### config.mk
export PLATFORM = sky130hd
export DESIGN_NAME = udp_tx_top
export DESIGN_NICKNAME = d
export VERILOG_FILES = /design/src/design/udp_tx_pkg.sv /design/src/design/crc32_nibble.sv /design/src/design/mii_tick_gen.sv /design/src/design/mii_tx_sequencer.sv /design/src/design/udp_frame_builder.sv /design/src/design/udp_tx_top.sv
export SDC_FILE = /design/constraint.sdc
export NUM_CORES = 1
export LEC_CHECK = 0
export ABC_AREA = 1
export BUFFER_PORTS_ARGS = -buffer_cell sky130_fd_sc_hd__buf_2
export CAP_MARGIN = 15
export CORE_ASPECT_RATIO = 0.8
export CORE_MARGIN = 2
export CORE_UTILIZATION = 36
export DETAILED_ROUTE_END_ITERATION = 10
export GPL_TIMING_DRIVEN = 0
export PLACE_DENSITY = 0.51
export SETUP_SLACK_MARGIN = 0.2
export SLEW_MARGIN = 20
export SYNTH_ARGS = -nofsm -noshare
export SYNTH_HDL_FRONTEND = slang
export SYNTH_SLANG_ARGS = --single-unit
### constraint.sdc
create_clock -name clk -period 23.9 [get_ports clk]
set_input_delay 2.39 -clock clk [delete_from_list [all_inputs] [get_ports clk]]
set_output_delay 2.39 -clock clk [all_outputs]
set_load 0.02 [all_outputs]
### src/design/udp_tx_pkg.sv
`default_nettype none

package udp_tx_pkg;

    // Byte counts of the frame sections
    localparam int unsigned preamble_sfd_bytes = 8;
    localparam int unsigned eth_header_bytes = 14;
    localparam int unsigned ip_header_bytes = 20;
    localparam int unsigned udp_header_bytes = 8;
    localparam int unsigned fcs_bytes = 4;

    // Interframe gap in nibble times
    localparam int unsigned gap_nibbles = 24;

    // Seven 0x55 bytes then the SFD
    // Byte 0 sits in the low 8 bits and goes out first
    localparam logic [63:0] preamble_sfd = 64'hD5_55_55_55_55_55_55_55;

    // EtherType for IPv4
    localparam logic [15:0] ether_type_ipv4 = 16'h0800;

    // Fixed IPv4 header fields
    localparam logic [3:0] ip_version = 4'd4;
    localparam logic [3:0] ip_ihl = 4'd5;
    // High throughput and reliability
    localparam logic [7:0] ip_tos = 8'h0C;
    localparam logic [7:0] ip_ttl = 8'hFF;
    localparam logic [7:0] ip_protocol_udp = 8'h11;

    // Ethernet CRC-32, bit reversed form of 0x04C11DB7
    localparam logic [31:0] crc32_poly_reflected = 32'hEDB88320;

    // Register value left after running the CRC over a frame and its own FCS
    localparam logic [31:0] crc32_residue = 32'hDEBB20E3;

    // Address and port vectors
    typedef logic [47:0] mac_addr_t;
    typedef logic [31:0] ip_addr_t;
    typedef logic [15:0] udp_port_t;

    // IPv4 header fields in RFC 791 order
    // First field on the wire sits at the top bits
    typedef struct packed {
        logic [3:0] version;
        logic [3:0] ihl;
        logic [7:0] type_of_service;
        logic [15:0] total_length;
        logic [15:0] identification;
        logic [2:0] flags;
        logic [12:0] fragment_offset;
        logic [7:0] time_to_live;
        logic [7:0] protocol;
        logic [15:0] header_checksum;
        logic [31:0] src_ip;
        logic [31:0] dest_ip;
    } ip_header_fields_t;

    // Same 160 bits seen as named fields or as ten checksum words
    // Word 9 holds version, IHL and TOS
    typedef union packed {
        ip_header_fields_t fields;
        logic [9:0][15:0] words;
    } ip_header_u;

endpackage

`default_nettype wire

### src/design/crc32_nibble.sv
`timescale 1ns/100ps
`default_nettype none

module crc32_nibble (
    input  wire logic        clk,
    input  wire logic        reset,
    input  wire logic        crc_clear,
    input  wire logic        crc_enable,
    input  wire logic [3:0]  crc_nibble,
    output logic      [31:0] crc_value
);

    logic [31:0] crc_reg;

    // Four reflected bit steps, data LSB first
    function automatic logic [31:0] crc_step(input logic [31:0] crc, input logic [3:0] nib);
        logic [31:0] c;
        c = crc ^ {28'h0, nib};
        for (int i = 0; i < 4; i++) begin
            if (c[0]) begin
                c = (c >> 1) ^ udp_tx_pkg::crc32_poly_reflected;
            end else begin
                c = c >> 1;
            end
        end
        return c;
    endfunction

    // Seeded with all ones at the start of every frame
    always_ff @(posedge clk) begin
        if (reset || crc_clear) begin
            crc_reg <= 32'hFFFF_FFFF;
        end else if (crc_enable) begin
            crc_reg <= crc_step(crc_reg, crc_nibble);
        end
    end

    // Final complement gives the FCS, low byte goes out first
    assign crc_value = ~crc_reg;

endmodule

`default_nettype wire

### src/design/mii_tick_gen.sv
`timescale 1ns/100ps
`default_nettype none

module mii_tick_gen #(
    parameter int DIVIDER = 4
) (
    input  wire logic clk,
    input  wire logic reset,
    output logic      tick
);

    localparam int cnt_width = $clog2(DIVIDER);
    localparam logic [cnt_width-1:0] cnt_last = cnt_width'(DIVIDER - 1);

    logic [cnt_width-1:0] count;

    // Free running count, tick registered on the wrap
    // First tick lands DIVIDER cycles after reset drops
    always_ff @(posedge clk) begin
        if (reset) begin
            count <= '0;
            tick <= 1'b0;
        end else begin
            tick <= (count == cnt_last);
            if (count == cnt_last) begin
                count <= '0;
            end else begin
                count <= count + 1'b1;
            end
        end
    end

endmodule

`default_nettype wire

### src/design/mii_tx_sequencer.sv
`timescale 1ns/100ps
`default_nettype none

module mii_tx_sequencer #(
    parameter int DATA_BYTES = 18
) (
    input  wire logic        clk,
    input  wire logic        reset,
    input  wire logic        tick,
    input  wire logic        req,
    output logic             ack,
    output logic             load,
    output logic [$clog2(udp_tx_pkg::eth_header_bytes + udp_tx_pkg::ip_header_bytes
                         + udp_tx_pkg::udp_header_bytes + DATA_BYTES)-1:0] byte_index,
    input  wire logic [7:0]  frame_byte,
    output logic             crc_clear,
    output logic             crc_enable,
    output logic [3:0]       crc_nibble,
    input  wire logic [31:0] crc_value,
    output logic             tx_en,
    output logic [3:0]       tx_d
);

    // Frame bytes from the Ethernet header through the payload
    localparam int frame_bytes = udp_tx_pkg::eth_header_bytes + udp_tx_pkg::ip_header_bytes
        + udp_tx_pkg::udp_header_bytes + DATA_BYTES;
    localparam int cnt_width = $clog2(frame_bytes);

    // End values of the shared counter in each state
    localparam logic [cnt_width-1:0] preamble_last = cnt_width'(2 * udp_tx_pkg::preamble_sfd_bytes - 1);
    localparam logic [cnt_width-1:0] frame_last = cnt_width'(frame_bytes - 1);
    localparam logic [cnt_width-1:0] fcs_last = cnt_width'(2 * udp_tx_pkg::fcs_bytes - 1);
    localparam logic [cnt_width-1:0] gap_last = cnt_width'(udp_tx_pkg::gap_nibbles);

    // State codes
    localparam logic [2:0] st_idle = 3'd0;
    localparam logic [2:0] st_preamble = 3'd1;
    localparam logic [2:0] st_frame = 3'd2;
    localparam logic [2:0] st_fcs = 3'd3;
    localparam logic [2:0] st_gap = 3'd4;
    localparam logic [2:0] st_done = 3'd5;

    logic [2:0]           state;
    logic [cnt_width-1:0] cnt;
    // High half of the current byte when set
    logic                 nib_hi;
    logic [3:0]           frame_nib;

    // Capture pulse, also restarts the CRC
    assign load = (state == st_idle) && req && !ack;
    assign crc_clear = load;

    // Counter doubles as the byte index while in the frame state
    assign byte_index = cnt;
    assign frame_nib = nib_hi ? frame_byte[7:4] : frame_byte[3:0];

    // CRC sees each frame nibble on the tick that sends it
    assign crc_enable = (state == st_frame) && tick;
    assign crc_nibble = frame_nib;

    always_ff @(posedge clk) begin
        if (reset) begin
            state <= st_idle;
            cnt <= '0;
            nib_hi <= 1'b0;
            tx_en <= 1'b0;
            tx_d <= 4'h0;
            ack <= 1'b0;
        end else begin
            case (state)
                st_idle: begin
                    if (load) begin
                        cnt <= '0;
                        nib_hi <= 1'b0;
                        state <= st_preamble;
                    end
                end
                // Sixteen nibbles of preamble and SFD
                st_preamble: begin
                    if (tick) begin
                        tx_en <= 1'b1;
                        tx_d <= udp_tx_pkg::preamble_sfd[4*cnt +: 4];
                        if (cnt == preamble_last) begin
                            cnt <= '0;
                            state <= st_frame;
                        end else begin
                            cnt <= cnt + 1'b1;
                        end
                    end
                end
                // Headers and payload, low nibble of each byte first
                st_frame: begin
                    if (tick) begin
                        tx_d <= frame_nib;
                        nib_hi <= !nib_hi;
                        if (nib_hi) begin
                            if (cnt == frame_last) begin
                                cnt <= '0;
                                state <= st_fcs;
                            end else begin
                                cnt <= cnt + 1'b1;
                            end
                        end
                    end
                end
                // FCS from the low nibble up, CRC is frozen by now
                st_fcs: begin
                    if (tick) begin
                        tx_d <= crc_value[4*cnt +: 4];
                        if (cnt == fcs_last) begin
                            cnt <= '0;
                            state <= st_gap;
                        end else begin
                            cnt <= cnt + 1'b1;
                        end
                    end
                end
                // First tick ends the last FCS nibble, then 24 gap ticks
                st_gap: begin
                    if (tick) begin
                        tx_en <= 1'b0;
                        tx_d <= 4'h0;
                        if (cnt == gap_last) begin
                            cnt <= '0;
                            ack <= 1'b1;
                            state <= st_done;
                        end else begin
                            cnt <= cnt + 1'b1;
                        end
                    end
                end
                // Hold ack until the requester lets go
                st_done: begin
                    if (!req) begin
                        ack <= 1'b0;
                        state <= st_idle;
                    end
                end
                default: begin
                    state <= st_idle;
                end
            endcase
        end
    end

endmodule

`default_nettype wire

### src/design/udp_frame_builder.sv
`timescale 1ns/100ps
`default_nettype none

module udp_frame_builder #(
    parameter int DATA_BYTES = 18
) (
    input  wire logic                    clk,
    input  wire logic                    reset,
    input  wire logic                    load,
    input  wire udp_tx_pkg::mac_addr_t   dest_mac,
    input  wire udp_tx_pkg::mac_addr_t   src_mac,
    input  wire udp_tx_pkg::ip_addr_t    dest_ip,
    input  wire udp_tx_pkg::ip_addr_t    src_ip,
    input  wire udp_tx_pkg::udp_port_t   dest_port,
    input  wire udp_tx_pkg::udp_port_t   src_port,
    input  wire logic [8*DATA_BYTES-1:0] payload,
    input  wire logic [$clog2(udp_tx_pkg::eth_header_bytes + udp_tx_pkg::ip_header_bytes
                              + udp_tx_pkg::udp_header_bytes + DATA_BYTES)-1:0] byte_index,
    output logic [7:0]                   frame_byte
);

    // Ethernet, IP and UDP headers back to back
    localparam int header_bytes = udp_tx_pkg::eth_header_bytes
        + udp_tx_pkg::ip_header_bytes + udp_tx_pkg::udp_header_bytes;
    localparam int frame_bytes = header_bytes + DATA_BYTES;

    // Length fields are fixed by the payload size
    localparam logic [15:0] udp_length = 16'(udp_tx_pkg::udp_header_bytes + DATA_BYTES);
    localparam logic [15:0] ip_total_length = 16'(udp_tx_pkg::ip_header_bytes
        + udp_tx_pkg::udp_header_bytes + DATA_BYTES);

    udp_tx_pkg::mac_addr_t   dest_mac_q;
    udp_tx_pkg::mac_addr_t   src_mac_q;
    udp_tx_pkg::ip_header_u  ip_hdr;
    udp_tx_pkg::udp_port_t   dest_port_q;
    udp_tx_pkg::udp_port_t   src_port_q;
    logic [8*DATA_BYTES-1:0] payload_q;
    logic                    csum_pending;
    logic [15:0]             ip_csum;
    logic [8*header_bytes-1:0] header_bits;

    // Checksum write happens one cycle after the capture
    always_ff @(posedge clk) begin
        if (reset) begin
            csum_pending <= 1'b0;
        end else begin
            csum_pending <= load;
        end
    end

    always_ff @(posedge clk) begin
        if (load) begin
            dest_mac_q <= dest_mac;
            src_mac_q <= src_mac;
            dest_port_q <= dest_port;
            src_port_q <= src_port;
            payload_q <= payload;
            ip_hdr.fields.version <= udp_tx_pkg::ip_version;
            ip_hdr.fields.ihl <= udp_tx_pkg::ip_ihl;
            ip_hdr.fields.type_of_service <= udp_tx_pkg::ip_tos;
            ip_hdr.fields.total_length <= ip_total_length;
            ip_hdr.fields.identification <= '0;
            ip_hdr.fields.flags <= '0;
            ip_hdr.fields.fragment_offset <= '0;
            ip_hdr.fields.time_to_live <= udp_tx_pkg::ip_ttl;
            ip_hdr.fields.protocol <= udp_tx_pkg::ip_protocol_udp;
            // Zero while the sum is formed
            ip_hdr.fields.header_checksum <= '0;
            ip_hdr.fields.src_ip <= src_ip;
            ip_hdr.fields.dest_ip <= dest_ip;
        end else if (csum_pending) begin
            ip_hdr.fields.header_checksum <= ip_csum;
        end
    end

    // Ones' complement sum over the ten header words
    always_comb begin : csum_calc
        logic [19:0] acc;
        logic [16:0] fold;
        acc = '0;
        for (int i = 0; i < 10; i++) begin
            acc = acc + 20'(ip_hdr.words[i]);
        end
        // Two folds are enough for ten words
        fold = 17'(acc[15:0]) + 17'(acc[19:16]);
        ip_csum = ~(fold[15:0] + 16'(fold[16]));
    end

    // Header in wire order, byte 0 at the top, UDP checksum left at zero
    assign header_bits = {dest_mac_q, src_mac_q, udp_tx_pkg::ether_type_ipv4, ip_hdr,
                          src_port_q, dest_port_q, udp_length, 16'h0000};

    // Header bytes from the top down, payload byte 0 from the bottom up
    always_comb begin : byte_mux
        int idx;
        idx = int'(byte_index);
        if (idx < header_bytes) begin
            frame_byte = header_bits[8*(header_bytes-1-idx) +: 8];
        end else if (idx < frame_bytes) begin
            frame_byte = payload_q[8*(idx-header_bytes) +: 8];
        end else begin
            frame_byte = 8'h00;
        end
    end

endmodule

`default_nettype wire

### src/design/udp_tx_top.sv
`timescale 1ns/100ps
`default_nettype none

module udp_tx_top #(
    parameter int DATA_BYTES = 18,
    parameter int DIVIDER = 4
) (
    input  wire logic                    clk,
    input  wire logic                    reset,
    input  wire logic                    req,
    output logic                         ack,
    input  wire udp_tx_pkg::mac_addr_t   dest_mac,
    input  wire udp_tx_pkg::mac_addr_t   src_mac,
    input  wire udp_tx_pkg::ip_addr_t    dest_ip,
    input  wire udp_tx_pkg::ip_addr_t    src_ip,
    input  wire udp_tx_pkg::udp_port_t   dest_port,
    input  wire udp_tx_pkg::udp_port_t   src_port,
    input  wire logic [8*DATA_BYTES-1:0] payload,
    output logic                         tx_en,
    output logic [3:0]                   tx_d
);

    localparam int frame_bytes = udp_tx_pkg::eth_header_bytes + udp_tx_pkg::ip_header_bytes
        + udp_tx_pkg::udp_header_bytes + DATA_BYTES;
    localparam int index_width = $clog2(frame_bytes);

    // Payload must reach the Ethernet minimum and fit a 576 byte datagram
    if (DATA_BYTES < 18 || DATA_BYTES > 508) begin : g_bad_data_bytes
        $error("DATA_BYTES is %0d, it must lie from 18 to 508", DATA_BYTES);
    end

    // Nibble tick needs at least two clocks
    if (DIVIDER < 2) begin : g_bad_divider
        $error("DIVIDER is %0d, it must be at least 2", DIVIDER);
    end

    logic                   tick;
    logic                   load;
    logic [index_width-1:0] byte_index;
    logic [7:0]             frame_byte;
    logic                   crc_clear;
    logic                   crc_enable;
    logic [3:0]             crc_nibble;
    logic [31:0]            crc_value;

    mii_tick_gen #(
        .DIVIDER(DIVIDER)
    ) u_tick_gen (
        .clk(clk),
        .reset(reset),
        .tick(tick)
    );

    udp_frame_builder #(
        .DATA_BYTES(DATA_BYTES)
    ) u_builder (
        .clk(clk),
        .reset(reset),
        .load(load),
        .dest_mac(dest_mac),
        .src_mac(src_mac),
        .dest_ip(dest_ip),
        .src_ip(src_ip),
        .dest_port(dest_port),
        .src_port(src_port),
        .payload(payload),
        .byte_index(byte_index),
        .frame_byte(frame_byte)
    );

    mii_tx_sequencer #(
        .DATA_BYTES(DATA_BYTES)
    ) u_sequencer (
        .clk(clk),
        .reset(reset),
        .tick(tick),
        .req(req),
        .ack(ack),
        .load(load),
        .byte_index(byte_index),
        .frame_byte(frame_byte),
        .crc_clear(crc_clear),
        .crc_enable(crc_enable),
        .crc_nibble(crc_nibble),
        .crc_value(crc_value),
        .tx_en(tx_en),
        .tx_d(tx_d)
    );

    crc32_nibble u_crc (
        .clk(clk),
        .reset(reset),
        .crc_clear(crc_clear),
        .crc_enable(crc_enable),
        .crc_nibble(crc_nibble),
        .crc_value(crc_value)
    );

endmodule

`default_nettype wire

Word-level counts from Yosys, hierarchy flattened
Index checks and enable logic that the tools add are counted.

Bitwise gates (word level): 7. Reductions and logical operators: 19. Eq/ne operators: 21. Shift operators: 4. $add $sub $neg: 13. $lt $le $gt $ge: 2. Multiplexer cells: 51.

Operators by type and width (number): $shiftx A336 B32 Y8 (1); $mux W32 (10); $shiftx A144 B32 Y8 (1); $shiftx A64 B9 Y4 const A (1); $add A20 B16 Y20 (3); $mux W6 (10); $not A13 Y14 (4); $mux W3 (11); $not A32 Y32 (1); $shiftx A32 B9 Y4 (1); $xor A32 B4 Y32 (1); $pmux W6 S5 (1); $add A20 B15 Y20 const B (1); $add A20 B16 Y20 const B (1); $add A20 B6 Y20 const B (1); $mux W4 (5); $pmux W3 S6 (1); $add A16 B16 Y17 (1); $add A16 B4 Y17 (1); $add A16 B1 Y16 (1); $mux W8 (2); $not A16 Y16 (1); $pmux W4 S4 (1); $ne A2 B2 Y1 const B (7); 29 further kinds (49).

Logic and storage cells: 134. Register bits: 404. Output and inout port bits: 6. Bits of input ports: 339.

Logic depth before layout (Yosys ltp)
Depth in word-level cells: 20. Depth in mapped cells: 57. Gate-level depth less buffers: 57.

Hierarchy
From an unflattened synthesis, not the netlist that was laid out.

Cell total of the unflattened synthesis: 2095. Area total of the unflattened synthesis: 20596.0 µm².

By module, submodules not included: udp_frame_builder (area an instance 17291.6 µm², sequential area each 10430.0 µm², times used 1, cells an instance 1576); crc32_nibble (area an instance 1878.1 µm², sequential area each 640.6 µm², times used 1, cells an instance 272); mii_tx_sequencer (area an instance 1327.5 µm², sequential area each 320.3 µm², times used 1, cells an instance 236); mii_tick_gen (area an instance 98.8 µm², sequential area each 60.1 µm², times used 1, cells an instance 11).

Worst setup path before layout
No wires, ideal clock.

Path type: input-to-reg. Start point: input port req. End point: register u_crc.crc_reg[30]. Arrival: 10.872 ns. Slack: 12.959 ns. Stages: 7. Library setup time: 0.069 ns. Path buffers: 1. Path through: nand3_1 > inv_1 > nor2_1 > clkinv_1 > clkbuf_1 > a21oi_1 > o21ai_1.

Longest elaborated chain between the ends: 3.

Ends and longest elaborated chain: from (decl) (line udp_tx_top.sv:10) `input wire logic req,`; $logic_and A1 B1 Y1 (2 in a row) (line mii_tx_sequencer.sv:50) `assign load = (state == st_idle) && req && !ack;`; net crc_clear (line udp_tx_top.sv:41) `logic crc_clear;`; $logic_or A1 B1 Y1 (line crc32_nibble.sv:31) `if (reset || crc_clear) begin`; to (signal assigned) (line crc32_nibble.sv:34) `crc_reg <= crc_step(crc_reg, crc_nibble);`; to (decl) (line crc32_nibble.sv:13) `logic [31:0] crc_reg;`.

The timed path passes the listed nets, and every way through them passes these cells. A chain may end at the register's enable or synchronous reset.

Final worst setup path
Start point: register u_builder.ip_hdr[0] (netlist bit). End point: register u_builder.ip_hdr[78] (netlist bit).

Longest elaborated chain between the ends: 10.

Ends and longest elaborated chain: from (decl) (line udp_frame_builder.sv:34) `udp_tx_pkg::ip_header_u ip_hdr;`; $add A16 B16 Y17 (line udp_frame_builder.sv:82) `acc = acc + 20'(ip_hdr.words[i]);`; $add A20 B16 Y20 (4 in a row) (line udp_frame_builder.sv:82); $add A20 B6 Y20 (line udp_frame_builder.sv:82); $add A20 B15 Y20 (line udp_frame_builder.sv:82); $add A16 B4 Y17 (line udp_frame_builder.sv:85) `fold = 17'(acc[15:0]) + 17'(acc[19:16]);`; $add A16 B1 Y16 (line udp_frame_builder.sv:86) `ip_csum = ~(fold[15:0] + 16'(fold[16]));`; $not A16 Y16 (line udp_frame_builder.sv:86).

No other way between the ends.

==> impl_metrics.yaml <==
grt:
  grt_remaining_overflow: 0
  grt_pass1_wl_mm: 116
  grt-busiest-layer: "met1"
  grt_usage_pct: 26.0
  grtUsageMet2_pct: 36.7
  grt_pass1_vias: 17800
  antenna_found_initial: 20
  grt_max_degree: 91
  grtUsageMet3_pct: 8.14
  grt_use_met1_pct: 38.2
floorplanning:
  core_sq_um: 58100
  die_y_microns: 221
  start_util_pct: 36.5
  rows: 79
  pin_count: 345
  dieArea_sq_um: 60800
  die_w_microns: 275
cts:
  clk_path_buf_depth: 3
  clkLatencyLatePin_ps: 610
  postCtsSetupRepairBufs: 0
  root_buffer: "clkbuf_16"
  hold_buffers: 0
  clkTransAtPathRegs_ps: 70
  cts_buffers: 45
  clock_sinks: 404
  cts_resized: 0
  cts_tree: "yes"
  cts.htree.levels: 2
critical_path:
  worstPathMaxFanout: 5
  startpoint: "u_builder.ip_hdr[0]"
  reg2reg_from: "u_builder.ip_hdr[0]"
  crit_buf_inv: 5
  cp-start-kind: "flop"
  r2r_cells: 53
  setup.worst_path.end_class: "flop"
  cp_top_family: "simple AND/OR/NAND/NOR gates"
  required_ps: 24370
  worstSetupPathType: "flop to flop"
  timing.rr.end: "u_builder.ip_hdr[78]"
  cp_slowest_stage_delay_ps: 700
  slowest_stage: "nor4_1"
  cp-endpoint: "u_builder.ip_hdr[78]"
  ff2ff_setup_slack_ps: 13390
  cpMostUsedCell: "nand2_1"
  cp.depth: 53
  crit_arrival_ps: 10980
detailed_routing:
  drtAntennaViolNets: 0
  via_per_inst: 5.35
  dr_total_vias: 18600
  drtPass1Iterations: 6
  wl_per_cell_microns: 23.2
  wirelength_mm: 80.8
  drc: 0
  initialDrtViolationCount: 2041
logic_synthesis:
  synthMuxAreaShare_pct: 0.142
  yosys_warnings: 0
  synth_fp_nets: 2709
  yosysSeqAreaShare_pct: 54.1
  synth-xor-area-share_pct: 1.36
  syn_area_sq_um: 21200
  synthAdderAreaFrac_pct: 6.96
  yosys.area_share.simple_pct: 22.4
  synth-main-ff-cell: "edfxtp_1"
  synthArstFlopShare_pct: 0
  synth_top_family_by_area: "simple AND/OR/NAND/NOR gates"
  syn_inst: 2272
  synth_compound_area_share_pct: 9.04
  avgSynthCellArea_sq_um: 9.32
  synth_seq_cells: 404
  synth_edf_count: 336
  ys_types: 49
status:
  status: "complete, no violations"
sta:
  post-route-min-period_ps: 10510
  setup_tns_ps: 0
  layout_setup_ws_ps: 13390
  rsz0062_at_grt: "no"
  hold_viol: 0
  setup_viol: 0
  fin_skew_ps: 16.1
  drv_slew: 0
  final.period_utilization_pct: 44.0
  tightest_slew_ps: 1090
  clock.fmax_mhz: 95.2
  worst_slew_margin_rel_pct: 27.3
placement:
  io_buffers: 344
  hpwlAfterDp_mm: 61.4
  dpl_worst_slack_ps: 13630
  globalplace.congestion: 0.912
min_path:
  hold_class: "flop to flop"
  hold_depth: 1
layout:
  nNetsFinal: 3105
  top_regs: "u_builder.payload_q (144), u_builder.ip_hdr (80)"
  largest_reg_flops: 144
  final_layout_size_suffix_gt1_share_pct: 19.1
  registers.top_by_ff_count: "u_builder.payload_q"
  utilization_pct: 43.7
  area_delta_synth_final_pct: 20.0
run:
  cap_violations: 0
[kinds of logic after synthesis]
logic type      after synthesis
flops                       404
mux                           3
xor+xnor                     32
simple gates               1084
buf+inv                     314
fa+ha+maj                    98
compound gates              337
[synthesized netlist by cell type (all sizes together) (2+ instances only)]
cell type  count  area share (%)
nand2        505             9.2
buf           63             1.6
nor4           5            0.15
or2            6            0.18
nor2         206             3.8
inv          203             3.6
fa            33             3.1
a211oi         6            0.21
xor2          22            0.91
dfxtp         68             6.4
or3            2           0.059
nand3b         3            0.11
o211ai        31             1.1
o31ai          2           0.071
a21oi        125             3.0
o21bai         4            0.14
nor3          24            0.61
o21ai        131             3.1
clkinv         6            0.11
nand4         69             2.0
a21o           2           0.071
ha            65             3.8
clkbuf        42            0.74
edfxtp       336              48
o221ai        22            0.91
nand3        263             6.3
a31oi          9            0.27
xnor2         10            0.45
mux2i          3            0.14
[how the worst min path moves through the flow]
stage	slack, ps	end	startpoint
6_report	430	u_tick_gen.count[0]	u_tick_gen.count[0]
5_1_grt	460	u_tick_gen.count[0]	u_tick_gen.count[0]
4_1_cts	440	u_tick_gen.count[0]	u_tick_gen.count[0]
3_5_place_dp	430	u_tick_gen.count[0]	u_tick_gen.count[0]
3_3_place_gp	420	u_tick_gen.count[0]	u_tick_gen.count[0]
2_1_floorplan	410	u_tick_gen.count[0]	u_tick_gen.count[0]
[layout by cell type, fill, tap and decap left out, types with 10 or more instances in the layout]
cell type,Yosys,final
nand2_1,485,485
inv_1,198,197
nor2_1,200,200
nand2_2,19,19
xor2_1,22,22
diode_2,0,11
ha_1,65,65
o21ai_1,12,12
o211ai_1,31,31
nand4_1,69,69
o21ai_0,119,119
buf_2,45,389
dfxtp_1,68,68
clkbuf_1,42,49
fa_1,33,33
clkinv_1,5,11
edfxtp_1,336,336
a21oi_1,123,123
o221ai_1,22,22
nor3_1,22,22
buf_1,10,10
nand3_1,260,260
clkbuf_16,0,45
[metrics by stage]
step                      instances  hold WS (ps)  cell area (sq um)
after global routing           3480           463              25400
after detailed placement       3390           426              24000
after CTS                      3471           435              25400
after global placement         3385           416              23900
final                          3482           429              25400
after floorplan                2272           408              21200
[layout make-up]
| type | instances | area [sq um] |
|---|---|---|
| Timing Repair Buffer | 349 | 1840 |
| Antenna cell | 11 | 27.5 |
| Clock buffer | 55 | 1180 |
| Inverter | 209 | 793 |
| Clock inverter | 26 | 223 |
| Tap cell | 769 | 962 |
| Buffer | 105 | 488 |
| Sequential cell | 404 | 11500 |
| Multi-Input combinational cell | 1554 | 8460 |
| Fill cell | 5825 | 32700 |
[metal layers]
metal / part of all wire, % / vias to the layer above / wire length, microns
met5: 0.14 / - / 114
met4: 2.1 / 18 / 1720
met3: 11 / 133 / 8490
met2: 41 / 863 / 33500
met1: 46 / 8940 / 37000
li1: - / 8689 / -
Power is left out: the tool's default activity adds up to more than one toggle a clock period on the data nets, which glitch-free logic cannot reach.
